$ cat config.mk
export PLATFORM = sky130hd
export DESIGN_NAME = fdsu_top
export DESIGN_NICKNAME = d
export VERILOG_FILES = /design/src/fdsu_pkg.sv /design/src/fdsu_ctrl.sv /design/src/fdsu_expnt.sv /design/src/fdsu_special.sv /design/src/fdsu_double_dp.sv /design/src/fdsu_top.sv
export VERILOG_INCLUDE_DIRS = /design/src /design/src/src
export SDC_FILE = /design/constraint.sdc
export NUM_CORES = 1
export LEC_CHECK = 0
export BUFFER_PORTS_ARGS = -buffer_cell sky130_fd_sc_hd__buf_2
export CAP_MARGIN = 20
export CORE_ASPECT_RATIO = 1.4
export CORE_MARGIN = 2
export CORE_UTILIZATION = 50
export DETAILED_ROUTE_END_ITERATION = 10
export PLACE_DENSITY = 0.72
export SETUP_SLACK_MARGIN = 0.5
export SYNTH_ARGS = -nofsm -noshare
export SYNTH_HDL_FRONTEND = slang
export SYNTH_SLANG_ARGS = --single-unit
$ cat constraint.sdc
create_clock -name expnt_rst_clk -period 5.5 [get_ports expnt_rst_clk]
set_input_delay 0.825 -clock expnt_rst_clk [delete_from_list [all_inputs] [get_ports expnt_rst_clk]]
set_output_delay 0.825 -clock expnt_rst_clk [all_outputs]
set_load 0.02 [all_outputs]
$ cat src/fdsu_defs.svh
`ifndef FDSU_DEFS_SVH
`define FDSU_DEFS_SVH

// Signed internal exponent, wide enough for the ex1 difference plus bias
`define FDSU_EXPNT_W 13

// Double precision exponent bias
`define FDSU_BIAS 1023

// All-ones biased exponent for infinity and NaN
`define FDSU_EXPNT_MAX 2047

// Fraction field width
`define FDSU_FRAC_W 52

`endif

$ cat src/fdsu_pkg.sv
package fdsu_pkg;

  `include "fdsu_defs.svh"

  // One operand word, read whole or split into IEEE-754 fields
  typedef union packed {
    logic [63:0] raw;
    struct packed {
      logic                    sign;
      logic [10:0]             expnt;
      logic [`FDSU_FRAC_W-1:0] frac;
    } fields;
  } fdsu_double_t;

  // Per-operand classification
  // Zero exponent field counts as zero, denormals are not kept
  typedef struct packed {
    logic is_zero;
    logic is_inf;
    logic is_nan;
    logic is_snan;
    logic is_norm;
    logic sign;
  } fdsu_class_t;

endpackage

$ cat src/fdsu_ctrl.sv
`timescale 1ns/10ps

module fdsu_ctrl
  import fdsu_pkg::*;
(
  input  logic         expnt_rst_clk,
  input  logic         rst_n,
  input  logic         start,
  input  fdsu_double_t op0,
  input  fdsu_double_t op1,
  output fdsu_double_t op0_q,
  output fdsu_double_t op1_q,
  output logic         ex1_pipedown,
  output logic         ex2_pipedown,
  output logic         ex3_pipedown,
  output logic         busy,
  output logic         done
);

  // One bit per stage, ex1 in bit 0 up to ex4 in bit 3
  logic [3:0] stage_q;
  logic       accept;

  assign busy   = |stage_q;
  assign accept = start && !busy;

  always_ff @(posedge expnt_rst_clk or negedge rst_n)
  begin
    if (!rst_n)
      stage_q <= 4'b0000;
    else
      stage_q <= {stage_q[2:0], accept};
  end

  // Operands are held for the whole operation, later stages still read the fractions
  always_ff @(posedge expnt_rst_clk or negedge rst_n)
  begin
    if (!rst_n)
    begin
      op0_q <= '0;
      op1_q <= '0;
    end
    else if (accept)
    begin
      op0_q <= op0;
      op1_q <= op1;
    end
  end

  assign ex1_pipedown = stage_q[0];
  assign ex2_pipedown = stage_q[1];
  assign ex3_pipedown = stage_q[2];
  // ex4 holds the finished result
  assign done         = stage_q[3];

  // Only one operation in flight, so the shared exponent register sees one load per cycle
  ap_pipedown_excl: assert property (
    @(posedge expnt_rst_clk) disable iff (!rst_n)
    $onehot0({ex1_pipedown, ex2_pipedown, ex3_pipedown})
  ) else $error("fdsu_ctrl: overlapping pipedowns");

endmodule

$ cat src/fdsu_expnt.sv
`timescale 1ns/10ps

`include "fdsu_defs.svh"

module fdsu_expnt
  import fdsu_pkg::*;
(
  input  fdsu_double_t             op0_q,
  input  fdsu_double_t             op1_q,
  input  logic [`FDSU_EXPNT_W-1:0] expnt_rst,
  input  logic                     of_q,
  input  logic                     uf_q,
  output logic [`FDSU_EXPNT_W-1:0] ex1_expnt_adder_op0,
  output logic [`FDSU_EXPNT_W-1:0] ex2_srt_expnt_rst,
  output logic                     ex2_of,
  output logic                     ex2_uf,
  output logic [`FDSU_EXPNT_W-1:0] ex3_expnt_adjust_result
);

  logic [`FDSU_EXPNT_W-1:0] op0_expnt_ext;
  logic [`FDSU_EXPNT_W-1:0] op1_expnt_ext;
  logic                     frac_lt;
  logic                     ex2_neg;

  // Zero-extend the biased field exponents
  assign op0_expnt_ext = {{(`FDSU_EXPNT_W-11){1'b0}}, op0_q.fields.expnt};
  assign op1_expnt_ext = {{(`FDSU_EXPNT_W-11){1'b0}}, op1_q.fields.expnt};

  // ex1, difference of biased exponents, rebiased
  assign ex1_expnt_adder_op0 = op0_expnt_ext - op1_expnt_ext
                             + `FDSU_EXPNT_W'(`FDSU_BIAS);

  // ex2, quotient mantissa below one when the dividend fraction is smaller
  assign frac_lt           = op0_q.fields.frac < op1_q.fields.frac;
  assign ex2_srt_expnt_rst = expnt_rst - {{(`FDSU_EXPNT_W-1){1'b0}}, frac_lt};

  // Range checks on the adjusted value as a signed number
  assign ex2_neg = ex2_srt_expnt_rst[`FDSU_EXPNT_W-1];
  assign ex2_of  = !ex2_neg && (ex2_srt_expnt_rst >= `FDSU_EXPNT_W'(`FDSU_EXPNT_MAX));
  assign ex2_uf  = ex2_neg || (ex2_srt_expnt_rst == '0);

  // ex3, overflow saturates to inf exponent, underflow flushes to zero
  always_comb
  begin
    if (of_q)
      ex3_expnt_adjust_result = `FDSU_EXPNT_W'(`FDSU_EXPNT_MAX);
    else if (uf_q)
      ex3_expnt_adjust_result = '0;
    else
      ex3_expnt_adjust_result = expnt_rst;
  end

endmodule

$ cat src/fdsu_special.sv
`timescale 1ns/10ps

`include "fdsu_defs.svh"

module fdsu_special
  import fdsu_pkg::*;
(
  input  fdsu_double_t op0_q,
  input  fdsu_double_t op1_q,
  output logic         ex1_nv,
  output logic         ex1_dz,
  output logic         ex1_result_inf,
  output logic         ex1_result_zero,
  output logic         ex1_result_qnan,
  output logic         ex1_result_sign
);

  fdsu_class_t cls0;
  fdsu_class_t cls1;
  logic        op0_finite;
  logic        op1_finite;

  function automatic fdsu_class_t classify(input fdsu_double_t op);
    fdsu_class_t c;
    logic        expnt_max;
    logic        frac_nz;
    expnt_max = (op.fields.expnt == 11'(`FDSU_EXPNT_MAX));
    frac_nz   = |op.fields.frac;
    c.is_zero = (op.fields.expnt == '0);
    c.is_inf  = expnt_max && !frac_nz;
    c.is_nan  = expnt_max && frac_nz;
    // Quiet bit is the fraction msb
    c.is_snan = expnt_max && frac_nz && !op.fields.frac[`FDSU_FRAC_W-1];
    c.is_norm = !c.is_zero && !expnt_max;
    c.sign    = op.fields.sign;
    return c;
  endfunction

  assign cls0 = classify(op0_q);
  assign cls1 = classify(op1_q);

  assign op0_finite = cls0.is_zero || cls0.is_norm;
  assign op1_finite = cls1.is_zero || cls1.is_norm;

  // Invalid for sNaN, 0/0 and inf/inf
  assign ex1_nv = cls0.is_snan || cls1.is_snan
               || (cls0.is_zero && cls1.is_zero)
               || (cls0.is_inf && cls1.is_inf);

  assign ex1_result_qnan = ex1_nv || cls0.is_nan || cls1.is_nan;

  // Finite non-zero over zero
  assign ex1_dz = cls1.is_zero && cls0.is_norm;

  assign ex1_result_inf = (cls0.is_inf && op1_finite) || ex1_dz;

  assign ex1_result_zero = (cls0.is_zero && !cls1.is_zero && !cls1.is_nan)
                        || (cls1.is_inf && op0_finite);

  // Default NaN is positive
  assign ex1_result_sign = (cls0.sign ^ cls1.sign) && !ex1_result_qnan;

  // The three result kinds come from separate operand cases and must not collide
  always_comb
  begin
    assert ($onehot0({ex1_result_qnan, ex1_result_inf, ex1_result_zero}))
      else $error("fdsu_special: qnan/inf/zero raised together");
  end

endmodule

$ cat src/fdsu_double_dp.sv
`timescale 1ns/10ps

`include "fdsu_defs.svh"

module fdsu_double_dp (
  input  logic                     expnt_rst_clk,
  input  logic                     rst_n,
  input  logic                     ex1_pipedown,
  input  logic                     ex2_pipedown,
  input  logic                     ex3_pipedown,
  input  logic                     ex1_nv,
  input  logic                     ex1_dz,
  input  logic                     ex1_result_inf,
  input  logic                     ex1_result_zero,
  input  logic                     ex1_result_qnan,
  input  logic                     ex1_result_sign,
  input  logic [`FDSU_EXPNT_W-1:0] ex1_expnt_adder_op0,
  input  logic [`FDSU_EXPNT_W-1:0] ex2_srt_expnt_rst,
  input  logic                     ex2_of,
  input  logic                     ex2_uf,
  input  logic [`FDSU_EXPNT_W-1:0] ex3_expnt_adjust_result,
  output logic [`FDSU_EXPNT_W-1:0] expnt_rst,
  output logic                     of_q,
  output logic                     uf_q,
  output logic                     result_sign,
  output logic [10:0]              result_expnt,
  output logic                     nv,
  output logic                     dz,
  output logic                     of,
  output logic                     uf,
  output logic                     result_inf,
  output logic                     result_zero,
  output logic                     result_qnan
);

  logic [`FDSU_EXPNT_W-1:0] expnt_q;
  logic                     nv_q;
  logic                     dz_q;
  logic                     inf_q;
  logic                     zero_q;
  logic                     qnan_q;
  logic                     sign_q;
  logic                     no_special;

  // Single exponent register, one value per stage
  always_ff @(posedge expnt_rst_clk or negedge rst_n)
  begin
    if (!rst_n)
      expnt_q <= '0;
    else if (ex1_pipedown)
      expnt_q <= ex1_expnt_adder_op0;
    else if (ex2_pipedown)
      expnt_q <= ex2_srt_expnt_rst;
    else if (ex3_pipedown)
      expnt_q <= ex3_expnt_adjust_result;
  end

  assign expnt_rst  = expnt_q;
  assign no_special = !(qnan_q || inf_q || zero_q);

  // Special flags from ex1, range flags folded in at ex2
  always_ff @(posedge expnt_rst_clk or negedge rst_n)
  begin
    if (!rst_n)
    begin
      nv_q   <= 1'b0;
      dz_q   <= 1'b0;
      inf_q  <= 1'b0;
      zero_q <= 1'b0;
      qnan_q <= 1'b0;
      sign_q <= 1'b0;
      of_q   <= 1'b0;
      uf_q   <= 1'b0;
    end
    else if (ex1_pipedown)
    begin
      nv_q   <= ex1_nv;
      dz_q   <= ex1_dz;
      inf_q  <= ex1_result_inf;
      zero_q <= ex1_result_zero;
      qnan_q <= ex1_result_qnan;
      sign_q <= ex1_result_sign;
    end
    else if (ex2_pipedown)
    begin
      inf_q  <= inf_q || (ex2_of && no_special);
      zero_q <= zero_q || (ex2_uf && no_special);
      of_q   <= ex2_of && no_special;
      uf_q   <= ex2_uf && no_special;
    end
  end

  always_comb
  begin
    if (qnan_q || inf_q)
      result_expnt = 11'(`FDSU_EXPNT_MAX);
    else if (zero_q)
      result_expnt = '0;
    else
      result_expnt = expnt_q[10:0];
  end

  assign result_sign = sign_q;
  assign nv          = nv_q;
  assign dz          = dz_q;
  assign of          = of_q;
  assign uf          = uf_q;
  assign result_inf  = inf_q;
  assign result_zero = zero_q;
  assign result_qnan = qnan_q;

  // The ex3 clamp in the exponent path must leave an inf exponent in the register
  ap_of_clamp: assert property (
    @(posedge expnt_rst_clk) disable iff (!rst_n)
    ex3_pipedown && of_q |=> result_inf
      && (expnt_rst == `FDSU_EXPNT_W'(`FDSU_EXPNT_MAX))
      && (result_expnt == 11'(`FDSU_EXPNT_MAX))
  ) else $error("fdsu_double_dp: overflow without inf exponent");

endmodule

$ cat src/fdsu_top.sv
`timescale 1ns/10ps

`include "fdsu_defs.svh"

module fdsu_top
  import fdsu_pkg::*;
(
  input  logic         expnt_rst_clk,
  input  logic         rst_n,
  input  logic         start,
  input  fdsu_double_t op0,
  input  fdsu_double_t op1,
  output logic         busy,
  output logic         done,
  output logic         result_sign,
  output logic [10:0]  result_expnt,
  output logic         nv,
  output logic         dz,
  output logic         of,
  output logic         uf,
  output logic         result_inf,
  output logic         result_zero,
  output logic         result_qnan
);

  fdsu_double_t             op0_q;
  fdsu_double_t             op1_q;
  logic                     ex1_pipedown;
  logic                     ex2_pipedown;
  logic                     ex3_pipedown;
  logic                     ex1_nv;
  logic                     ex1_dz;
  logic                     ex1_result_inf;
  logic                     ex1_result_zero;
  logic                     ex1_result_qnan;
  logic                     ex1_result_sign;
  logic [`FDSU_EXPNT_W-1:0] expnt_rst;
  logic                     of_q;
  logic                     uf_q;
  logic [`FDSU_EXPNT_W-1:0] ex1_expnt_adder_op0;
  logic [`FDSU_EXPNT_W-1:0] ex2_srt_expnt_rst;
  logic                     ex2_of;
  logic                     ex2_uf;
  logic [`FDSU_EXPNT_W-1:0] ex3_expnt_adjust_result;

  fdsu_ctrl i_fdsu_ctrl (
    .expnt_rst_clk (expnt_rst_clk),
    .rst_n         (rst_n),
    .start         (start),
    .op0           (op0),
    .op1           (op1),
    .op0_q         (op0_q),
    .op1_q         (op1_q),
    .ex1_pipedown  (ex1_pipedown),
    .ex2_pipedown  (ex2_pipedown),
    .ex3_pipedown  (ex3_pipedown),
    .busy          (busy),
    .done          (done)
  );

  fdsu_expnt i_fdsu_expnt (
    .op0_q                   (op0_q),
    .op1_q                   (op1_q),
    .expnt_rst               (expnt_rst),
    .of_q                    (of_q),
    .uf_q                    (uf_q),
    .ex1_expnt_adder_op0     (ex1_expnt_adder_op0),
    .ex2_srt_expnt_rst       (ex2_srt_expnt_rst),
    .ex2_of                  (ex2_of),
    .ex2_uf                  (ex2_uf),
    .ex3_expnt_adjust_result (ex3_expnt_adjust_result)
  );

  fdsu_special i_fdsu_special (
    .op0_q           (op0_q),
    .op1_q           (op1_q),
    .ex1_nv          (ex1_nv),
    .ex1_dz          (ex1_dz),
    .ex1_result_inf  (ex1_result_inf),
    .ex1_result_zero (ex1_result_zero),
    .ex1_result_qnan (ex1_result_qnan),
    .ex1_result_sign (ex1_result_sign)
  );

  fdsu_double_dp i_fdsu_double_dp (
    .expnt_rst_clk           (expnt_rst_clk),
    .rst_n                   (rst_n),
    .ex1_pipedown            (ex1_pipedown),
    .ex2_pipedown            (ex2_pipedown),
    .ex3_pipedown            (ex3_pipedown),
    .ex1_nv                  (ex1_nv),
    .ex1_dz                  (ex1_dz),
    .ex1_result_inf          (ex1_result_inf),
    .ex1_result_zero         (ex1_result_zero),
    .ex1_result_qnan         (ex1_result_qnan),
    .ex1_result_sign         (ex1_result_sign),
    .ex1_expnt_adder_op0     (ex1_expnt_adder_op0),
    .ex2_srt_expnt_rst       (ex2_srt_expnt_rst),
    .ex2_of                  (ex2_of),
    .ex2_uf                  (ex2_uf),
    .ex3_expnt_adjust_result (ex3_expnt_adjust_result),
    .expnt_rst               (expnt_rst),
    .of_q                    (of_q),
    .uf_q                    (uf_q),
    .result_sign             (result_sign),
    .result_expnt            (result_expnt),
    .nv                      (nv),
    .dz                      (dz),
    .of                      (of),
    .uf                      (uf),
    .result_inf              (result_inf),
    .result_zero             (result_zero),
    .result_qnan             (result_qnan)
  );

endmodule

==> run metrics, run 1 <==
Post-Synth XOR/XNOR Area=2.11%; CP Class=reg -> reg; Sequential Power Share=29.4%; initial antenna violation count=0; H-Tree Depth=4; worst vdd ir=344 uV; Starting Density=50.9%; FF-to-FF Start=i_fdsu_ctrl.op1_q[18]; antenna-violating nets left=0; WL final=23500 um; boundary pin count=152; Mean Syn Cell Area=8.51 um^2; hold slack=0.489 ns; worst slack at placement=1.21 ns; unrepaired setup endpoints after global routing=no; Yosys warnings=0; Pins Over Slew Limit=0; utilization after layout=59.7%; post-DP HPWL=18000 um; critical path capture point type=flop; core footprint=0.0173 mm^2; # DRC=0; # resized after CTS=0; clk buf depth=2; f_max=0.228 GHz; Synth Net Count=1230; Seq cells post-synth=153; Final nets=1365; hold_buf cts=0; vias in the first global route=7668; Clock Skews=0.0110 ns; die height=161 um; crit path time final=4.39 ns; Die W=116 um; ANT cells=0; switching part of the total=47.6%; # fillers=1625; most frequent cells in the layout=286 x nand2_1, 153 x dfrtp_1, 150 x buf_2; Compound-Gate Fraction of Synth Area=16.1%; Worst Path Max Fanout=7; Pint=0.00389 W; Net Switching=0.00353 W; Final Setup Violations=0; P&R area growth vs syn=17.2%; crit path launch=i_fdsu_ctrl.op1_q[18]; PortBufs=151; largest net degree at the start of global routing=116; Slew headroom=31.6%; Req. time, crit path=5.80 ns; gpl congestion=0.899; layout cells sized above 1=17.5%; Fin. Hold Viols=0; via count=7820; post-synth cell types=68; Clock Sinks=153; # rows=57; Pleak=5.14 nW; Post-synth EDFFs=0; final instance area=0.0103 mm^2; worst hold path type=reg -> reg; final critical-path share of the clock period=79.9%; initial drt markers=415; total gr overflow=0; max_cap viols=0; cells after synthesis=1033; WP data arrival=4.70 ns; main combinational cell family by area after synthesis=simple AND/OR/NAND/NOR gates; Most used DFF post-synth=dfrtp_1; DR WL/cell=16.6 um; final worst setup slack=1.11 ns; Worst setup SP type=flop; clock share of power=15.3%; Post-DP Area=0.00973 mm^2; # Post-CTS Setup Buffers=0; Post-Syn Area=0.00879 mm^2; first-pass GRT wire length=37500 um; clk root buf=clkbuf_16; sequential cell area fraction in the yosys report=43.6%; Reg clk slew, reported paths=0.07 ns; Simple-Gate Fraction of Synth Area=23.1%; ys async rst share=100%; worst skew pair latency=0.43 ns; TritonCTS buffer count=17; setup_tns=0 ns; DR pass1 iterations=5; Worst-Margin Slew=1.03 ns; Adder-Cell Fraction of Synth Area=9.48%; most common cell after layout, fill and taps aside=nand2_1; CTS tree=done; outcome=complete, no violations; Total GRT Usage=26.0%; post-synthesis mux area share=0.228%; Via density=5.52; hold wc startpoint=i_fdsu_ctrl.stage_q[2]; combinational share of power=55.3%; pwr/cell area=721 mW/mm^2; Die Area=0.0187 mm^2
per-layer routing:
metal	vias up	track usage [%]	wire length, um
met5	-	0	0
met4	0	11.4	860
met3	50	3.89	878
met2	218	45.2	12200
met1	3713	31.4	9560
li1	3839	-	-
cell usage after synthesis, types with 3 or more instances:
library cell / n / share of area (%)
o21ai_1: 3 / 0.17
a211oi_1: 5 / 0.43
nor2b_1: 5 / 0.36
clkbuf_1: 39 / 1.7
a31oi_1: 7 / 0.50
nand3_1: 18 / 1.0
inv_1: 83 / 3.5
xnor2_1: 9 / 0.90
o21a_1: 6 / 0.51
a21o_1: 21 / 1.8
nor3_1: 11 / 0.63
nor4_1: 38 / 2.7
xor2_1: 9 / 0.90
and2_1: 5 / 0.36
o21ai_0: 97 / 5.5
a221oi_1: 3 / 0.30
nor2_1: 30 / 1.3
o211ai_1: 7 / 0.60
a211o_1: 4 / 0.40
dfrtp_1: 153 / 44
or3_1: 6 / 0.43
nor4b_1: 3 / 0.30
o31ai_1: 4 / 0.34
ha_1: 65 / 9.3
nor3b_1: 4 / 0.34
a21oi_1: 35 / 2.0
nand2_1: 287 / 12
nand4_1: 22 / 1.6
or4_1: 3 / 0.26
a22oi_1: 3 / 0.26
power groups by stage:
stage | Clock [W] | Sequential, W | Combinational (W)
global placement | 0 | 0.00218 | 0.00400
CTS | 0.00115 | 0.00218 | 0.00411
finish | 0.00113 | 0.00219 | 0.00410
floorplan | 0 | 0.00205 | 0.00309
global route | 0.00121 | 0.00226 | 0.00460
detailed placement | 0 | 0.00220 | 0.00409
critical path, cell delays in order (launching register included):
cell       delay, ns
dfrtp_1         0.35
inv_1           0.06
ha_1            0.32
a21o_1          0.19
a211o_1         0.30
a2111oi_0       0.42
o41ai_1         0.15
a31oi_1         0.20
o211ai_1        0.13
a21oi_1         0.25
ha_1            0.32
nand3_1         0.16
or3_1           0.41
or3_1           0.37
xor2_1          0.17
o21ai_0         0.10
or3_1           0.38
logic make-up (layout without fill, tap and decap cells):
group	count (synthesis)	count (layout)
xor+xnor	19	19
simple gates	449	449
compound gates	220	220
mux	2	2
fa+ha+maj	66	66
buf+inv	124	271
flops	153	153
metrics by stage:
stage	total power (W)	cells
after floorplan	0.00514	1033
after global placement	0.00619	1385
after detailed placement	0.00629	1385
after CTS	0.00745	1416
after global routing	0.00807	1416
final	0.00743	1416
path summary, 6_finish.rpt:
kind | endpoint | slack (ns) | cells past startpoint
max | i_fdsu_double_dp.expnt_rst[11] | 1.11 | 16
min | i_fdsu_ctrl.stage_q[3] | 0.49 | 0
max reg2reg | i_fdsu_double_dp.expnt_rst[11] | 1.11 | 16
min reg2reg | i_fdsu_ctrl.stage_q[3] | 0.49 | 0
max in group asynchronous | i_fdsu_ctrl.op1_q[4] | 3.72 | 2
min in group asynchronous | i_fdsu_double_dp.expnt_rst[5] | 0.51 | 1
cell type report:
cell class	count	area [um^2]	area share, %
timing repair buffer	157	807	7.83
inverter	83	314	3.05
tap	236	295	2.87
clock buffer	19	453	4.40
sequential	153	3830	37.2
multi-input combinational	756	4490	43.6
clock inverter	12	118	1.14
state kept, by name (all words and copies together), names as in the netlist:
signal                        count
i_fdsu_ctrl.op0_q                64
i_fdsu_ctrl.stage_q               4
i_fdsu_double_dp.result_inf       1
i_fdsu_double_dp.result_qnan      1
i_fdsu_double_dp.of               1
i_fdsu_double_dp.result_zero      1
i_fdsu_double_dp.nv               1
i_fdsu_ctrl.op1_q                64
i_fdsu_double_dp.result_sign      1
i_fdsu_double_dp.dz               1
i_fdsu_double_dp.uf               1
i_fdsu_double_dp.expnt_rst       13
(Power assumes the default switching activity.)
==> run 2, diff against run 1 <==
--- a/config.mk
+++ b/config.mk
@@ -12,7 +12,7 @@
 export CORE_MARGIN = 2
 export CORE_UTILIZATION = 50
 export DETAILED_ROUTE_END_ITERATION = 10
-export PLACE_DENSITY = 0.72
+export PLACE_DENSITY = 0.75
 export SETUP_SLACK_MARGIN = 0.5
 export SYNTH_ARGS = -nofsm -noshare
 export SYNTH_HDL_FRONTEND = slang
==> constraint.sdc (replaced) <==
create_clock -name expnt_rst_clk -period 3.85 [get_ports expnt_rst_clk]
set_input_delay 0.5775 -clock expnt_rst_clk [delete_from_list [all_inputs] [get_ports expnt_rst_clk]]
set_output_delay 0.5775 -clock expnt_rst_clk [all_outputs]
set_load 0.02 [all_outputs]
==> run 2 against run 1 <==
Against the previous run: clock-buffer cell count shrank 1; clock power rose by 42%; setup slack got worse by 1.0 ns; critical endpoint unchanged; largest power group unchanged.
==> run metrics, run 2 (synthesis gave the netlist of run 1 again) <==
Top cell by count, worst path=or3_4; Post-DP Area=0.00981 mm^2 (+0.75%); hold_buf cts=0 (unchanged); Final Non-Filler Cells=1440 (+1.7%); post-DP HPWL=18100 um (+0.51%); Worst Path Max Fanout=3 (-4); DR pass1 iterations=7 (+2); # DRC=0 (unchanged); f_max=0.266 GHz (+17%); Pint=0.00582 W (+49%); vias in the first global route=8058 (+5.1%); DR WL/cell=17.2 um (+3.5%); switching part of the total=48.1% (+0.50 points); register area=0.00383 mm^2 (unchanged); Total GRT Usage=27.1% (+1.2 points); utilization after layout=62.2% (+2.5 points); max_cap viols=0 (unchanged); CP Depth=16 (unchanged); total gr overflow=0 (unchanged); first-pass GRT wire length=39600 um (+5.5%); clk root buf=clkbuf_16; combinational share of power=57.1% (+1.8 points); final instance area=0.0107 mm^2 (+4.1%); antenna-violating nets left=0 (unchanged); final critical-path share of the clock period=97.5% (+18 points); clock share of power=14.4% (-0.9 points); worst skew pair latency=0.43 ns (about the same); Via density=5.57 (+0.81%); Crit path largest cell delay=0.36 ns (-0.06 ns); core footprint=0.0173 mm^2 (unchanged); die height=161 um (unchanged); Fin. Hold Viols=0 (unchanged); Net Switching=0.00538 W (+52%); most common cell after layout, fill and taps aside=nand2_1; via count=8017 (+2.5%); Final nets=1388 (+1.7%); ANT cells=0 (unchanged); Die W=116 um (unchanged); outcome=complete, no violations; PortBufs=151 (unchanged); Final Setup Violations=0 (unchanged); Clock Sinks=153 (unchanged); # rows=57 (unchanged); critical path capture point type=flop; Worst path top cell family by delay=simple AND/OR/NAND/NOR gates; TritonCTS buffer count=17 (unchanged); worst vdd ir=392 uV (+14%); worst hold path type=in -> async; CP Class=reg -> reg; Die Area=0.0187 mm^2 (unchanged); most frequent cells in the layout=284 x nand2_1, 153 x dfrtp_1, 150 x buf_2; unrepaired setup endpoints after global routing=yes; FF-to-FF path depth=16 (unchanged); largest net degree at the start of global routing=85 (-27%); Sequential Power Share=28.5% (-0.9 points); # fillers=1549 (-4.7%); Clock Skews=0.0124 ns (+0.00133 ns); Worst setup SP type=flop; worst-path cell chain=inv_1 > ha_1 > nand4_1 > nor2_1 > a2111oi_4 > o41ai_2 > a31oi_1 > o211ai_1 > a21oi_2 > ha_2 > nand3_2 > or3_4 > or3_4 > xor2_2 > o21ai_1 > or3_1; pwr/cell area=1040 mW/mm^2 (+45%); CP max stage cell=dfrtp_1; Starting Density=50.9% (unchanged); CTS tree=done; Pleak=5.29 nW (+3.0%); Buf+Inv Stages, Crit Path=1 (unchanged); Pins Over Slew Limit=0 (unchanged); WL final=24800 um (+5.3%); Req. time, crit path=4.15 ns (-1.65 ns); H-Tree Depth=4 (unchanged); initial antenna violation count=0 (unchanged); Multi-input gate area=0.00469 mm^2 (+4.6%); Worst-Margin Slew=0.809 ns (-0.218 ns); gpl congestion=0.959 (+6.6%); Reg clk slew, reported paths=0.07 ns (about the same); layout cells sized above 1=21.8% (+4.2 points); initial drt markers=456 (+9.9%); crit path time final=3.75 ns (-0.640 ns); Slew headroom=46.1% (+15 points); P&R area growth vs syn=22.0%; boundary pin count=152 (unchanged); Placed Cells=1388 (+0.22%); WP data arrival=4.05 ns (-0.65 ns); clk buf depth=2 (unchanged); total power=0.0112 W (+51%)
## run 2: changes by cell type in the layout (fill, tap and decap cells not counted), sizes merged
cell,delta
buf,+23
clkbuf,-1
clkinv,-3
bufinv,-1
clkinvlp,+2
inv,+4
## run 2: what timing repair did
action | CTS | global route
gates resized for setup | 13 | 27
pin swaps | 16 | 19
endpoints found under the setup margin | 12 | 13
endpoints found under the hold margin | 0 | 0
setup buffers | 13 | 7
## run 2: power groups by stage
stage	combinational (W)	sequential, W	clock, W
2_1_floorplan	0.00445	0.00293	0
3_3_place_gp	0.00570	0.00315	0
3_5_place_dp	0.00584	0.00317	0
4_1_cts	0.00609	0.00316	0.00163
5_1_grt	0.00708	0.00328	0.00170
6_report	0.00640	0.00319	0.00161
## run 2: final timing paths
kind                                        startpoint                              to  slack, ns
worst min register to register  i_fdsu_ctrl.stage_q[2]          i_fdsu_ctrl.stage_q[3]       0.45
worst min-delay path                             rst_n             i_fdsu_double_dp.uf       0.18
max in group asynchronous                        rst_n           i_fdsu_ctrl.op1_q[33]       2.84
worst max-delay path             i_fdsu_ctrl.op1_q[15]  i_fdsu_double_dp.expnt_rst[11]        0.1
min in group expnt_rst_clk                     op0[34]           i_fdsu_ctrl.op0_q[34]       0.33
worst max register to register   i_fdsu_ctrl.op1_q[15]  i_fdsu_double_dp.expnt_rst[11]        0.1
## run 2: cell type report
type / count / area share (%)
Inverter: 83 / 2.93
Clock inverter: 14 / 1.20
Clock buffer: 18 / 4.09
Multi-Input combinational cell: 756 / 43.8
Timing Repair Buffer: 180 / 9.58
Tap cell: 236 / 2.75
Sequential cell: 153 / 35.7
## run 2: layer usage
metal / track usage (%) / part of all wire [%] / vias to the layer above
met5: 0 / 0 / -
met4: 12.0 / 4.2 / 0
met3: 4.19 / 3.9 / 72
met2: 47.4 / 52 / 234
met1: 32.7 / 40 / 3825
li1: - / - / 3886
## run 2: stage by stage
stage | worst slack [ns] | TNS [ns] | hold slack (ns)
2_1_floorplan | 0.204 | 0 | 0.282
6_report | 0.0974 | 0 | 0.180
3_3_place_gp | 0.0995 | 0 | 0.439
3_5_place_dp | 0.0128 | 0 | 0.449
4_1_cts | 0.239 | 0 | 0.239
5_1_grt | -0.0894 | -0.152 | 0.244
==> run 3, diff against run 2 <==
--- a/config.mk
+++ b/config.mk
@@ -16,4 +16,5 @@
 export SETUP_SLACK_MARGIN = 0.5
 export SYNTH_ARGS = -nofsm -noshare
 export SYNTH_HDL_FRONTEND = slang
+export SYNTH_HIERARCHICAL = 1
 export SYNTH_SLANG_ARGS = --single-unit
==> run 3 against run 2 <==
Against the previous run: wire length down 4.2%; clock power up 4%; area after synthesis up 6.6%; maximum frequency down 2.5%; combinational power up 8.6%; global-route usage down 3.5 points; power up 6.7%; setup slack worse by 0.096 ns; sequential share of layout area down 2.2 points; register-to-register slack worse by 0.096 ns; critical path type unchanged; critical endpoint is now i_fdsu_double_dp/of; largest cell class unchanged; largest power group unchanged.
==> run metrics, run 3 <==
outcome=complete, no violations; crit path launch=i_fdsu_ctrl/op1_q[41]; core footprint=0.0185 mm^2 (+6.9%); Total GRT Usage=23.7% (-3.5 points); Worst-Margin Slew=0.865 ns (+0.0565 ns); CP max stage cell=dfrtp_1; initial drt markers=409 (-10%); Seq cells post-synth=153 (unchanged); worst skew pair latency=0.43 ns (about the same); CTS tree=done; boundary pin count=152 (unchanged); Crit path largest cell delay=0.40 ns (+0.04 ns); PortBufs=151 (unchanged); clk root buf=clkbuf_16; CP Depth=19 (+3); critical path capture point type=flop; top cell type by total area after synthesis=dfrtp_1; setup_tns=0 ns (unchanged); Post-Syn Area=0.00937 mm^2 (+6.6%); wire length on met3=857 um (-12%); max_cap viols=0 (unchanged); FF-to-FF path depth=19 (+3); Buf+Inv Stages, Crit Path=2 (+1); Die W=120 um (+3.1%); clk buf depth=2 (unchanged); top cell type's share of synthesized area=40.9% (-2.7 points); uppermost layer routed=met4; Via density=5.59 (+0.42%); antenna-violating nets left=0 (unchanged); f_max=0.260 GHz (-2.5%); met1 wire length=9440 um (-3.6%); ys async rst share=100% (unchanged); Mean Syn Cell Area=11.2 um^2 (+31%); # fillers=1484 (-4.2%); Reg clk slew, reported paths=0.06 ns (about the same); H-Tree Depth=4 (unchanged); sequential cell area fraction in the yosys report=40.9% (-2.7 points); post-synth cell types=58 (-15%); ANT cells=0 (unchanged); Starting Density=50.8% (-0.18 points); total gr overflow=0 (unchanged); via count=7162 (-11%); Worst Path Max Fanout=2 (-1); crit path time final=3.85 ns (+0.0962 ns); worst vdd ir=468 uV (+19%); met2 routed WL=12600 um (-3.1%); unrepaired setup endpoints after global routing=yes; count leader, synth=dfrtp_1; vias in the first global route=7417 (-8.0%); Req. time, crit path=4.21 ns (+0.06 ns); Pleak=5.86 nW (+11%); Clock Skews=0.00981 ns (-0.00256 ns); first-pass GRT wire length=37100 um (-6.2%); FF-to-FF Start=i_fdsu_ctrl/op1_q[41]; DR pass1 iterations=6 (-1); largest cells by area after synthesis=dfrtp_1 41%, mux2_4 14%, ha_1 8.7%, inv_1 4.2%, mux2_1 3.4%; Most used DFF post-synth=dfrtp_1; Die Area=0.0199 mm^2 (+6.4%); Worst setup SP type=flop; gpl congestion=0.881 (-8.1%); worst hold path type=in -> async; layout cells sized above 1=38.2% (+16 points); hold slack=0.229 ns (+0.0491 ns); pwr/cell area=1040 mW/mm^2 (about the same); Pins Over Slew Limit=0 (unchanged); WP data arrival=4.21 ns (+0.16 ns); final instance area=0.0114 mm^2 (+6.7%); TritonCTS buffer count=17 (unchanged); Yosys warnings=6 (+6); final critical-path share of the clock period=100% (+2.5 points); most common cell after layout, fill and taps aside=dfrtp_1; Post-synth EDFFs=0 (unchanged); Final nets=1222 (-12%); P&R area growth vs syn=22.2%; WL final=23700 um (-4.2%); Post-DP Area=0.0103 mm^2 (+5.2%); # rows=59 (+3.5%); worst-path cell chain=inv_2 > ha_4 > a21o_1 > a21o_1 > a21oi_2 > o21ai_1 > a211oi_2 > o21ai_2 > a21oi_2 > ha_2 > ha_4 > or3b_4 > xor2_2 > buf_4 > nor4_4 > nand4_1 > a21oi_1 > nand4_1 > nand2_1; # DRC=0 (unchanged); Post-synth top cells=153 x dfrtp_1, 105 x inv_1, 90 x mux2_4, 65 x ha_1, 39 x a21oi_1; DR WL/cell=18.5 um (+7.7%); die height=166 um (+3.1%); largest net degree at the start of global routing=90 (+5.9%); utilization after layout=62.0% (-0.15 points); Fin. Hold Viols=0 (unchanged); CP Class=reg -> reg; Clock Sinks=153 (unchanged); Synth Net Count=1035 (-16%); cells after synthesis=838 (-19%); Worst path top cell family by delay=compound AO/OA/AOI/OAI gates; most frequent cells in the layout=153 x dfrtp_1, 150 x buf_2, 99 x inv_1; Slew headroom=41.8% (-4.3 points); Final Setup Violations=0 (unchanged); initial antenna violation count=0 (unchanged); post-DP HPWL=16600 um (-8.4%)
-- run 3: cell types whose count changed after synthesis, sizes merged, moves of 12 or more --
cell | before | now
buf | 2 | 26
o21ai | 100 | 27
nand2 | 287 | 29
inv | 83 | 105
o22ai | 1 | 14
a22o | 1 | 13
mux2 | 0 | 132
clkbuf | 39 | 5
-- run 3: logic make-up (layout without fill, tap and decap cells) --
logic type,count (synthesis),after routing,synth area share [%]
AO/OA/AOI/OAI,146,146,10.7
AND/OR/NAND/NOR,173,173,10.1
XOR/XNOR,28,28,2.62
multiplexers,135,135,19.8
flip-flops,153,153,40.9
buffers and inverters,137,336,7.00
adder cells (fa/ha/maj),66,66,8.90
-- run 3: area by class of cell --
type	count	area, um^2	area share, %
Multi-Input combinational cell	548	5150	45.0
Sequential cell	153	3830	33.5
Timing Repair Buffer	199	1170	10.2
Clock buffer	18	439	3.84
Inverter	106	398	3.48
Tap cell	244	305	2.67
Clock inverter	13	146	1.28
-- run 3: final timing paths --
| check | to | slack [ns] |
|---|---|---|
| setup / recovery | i_fdsu_double_dp/of | 0.001 |
| hold / removal | i_fdsu_ctrl/op1_q[5] | 0.23 |
| setup reg to reg | i_fdsu_double_dp/of | 0.001 |
| hold reg to reg | i_fdsu_double_dp/nv | 0.51 |
| max in group asynchronous | i_fdsu_ctrl/op1_q[58] | 2.77 |
| min in group expnt_rst_clk | i_fdsu_ctrl/op1_q[23] | 0.35 |
-- run 3: metal layers --
metal | track usage [%] | up-vias
li1 | - | 3363
met1 | 28.3 | 3500
met2 | 41.9 | 237
met3 | 3.57 | 62
met4 | 10.2 | 0
met5 | 0 | -
-- run 3: stage by stage --
| stage | instances | power (W) | setup WS [ns] |
|---|---|---|---|
| floorplan | 838 | 0.00813 | 0.499 |
| global placement | 1215 | 0.00928 | 0.0478 |
| detailed placement | 1215 | 0.00948 | -0.0251 |
| CTS | 1265 | 0.0115 | 0.317 |
| global route | 1281 | 0.0128 | -0.113 |
| finish | 1281 | 0.0120 | 0.00127 |
-- run 3: power breakdown --
group	switching (W)	internal (W)
Combinational	0.00346	0.00349
Sequential	0.000913	0.00242
Clock	0.000692	0.000974
Total	0.00507	0.00689
-- run 3: worst reg2reg max path, cell delays in order (launching register included) --
cell	delay, ns
dfrtp_1	0.40
inv_2	0.08
ha_4	0.20
a21o_1	0.16
a21o_1	0.18
a21oi_2	0.18
o21ai_1	0.11
a211oi_2	0.32
o21ai_2	0.10
a21oi_2	0.13
ha_2	0.23
ha_4	0.14
or3b_4	0.38
xor2_2	0.16
buf_4	0.16
nor4_4	0.29
nand4_1	0.13
a21oi_1	0.17
nand4_1	0.15
nand2_1	0.11
-- run 3: what timing repair did --
action,CTS,global route
setup buffers,19,16
endpoints found under the hold margin,0,0
gates cloned,0,0
gates resized for setup,28,33
endpoints found under the setup margin,13,13
hold buffers,0,0
pin swaps,23,22
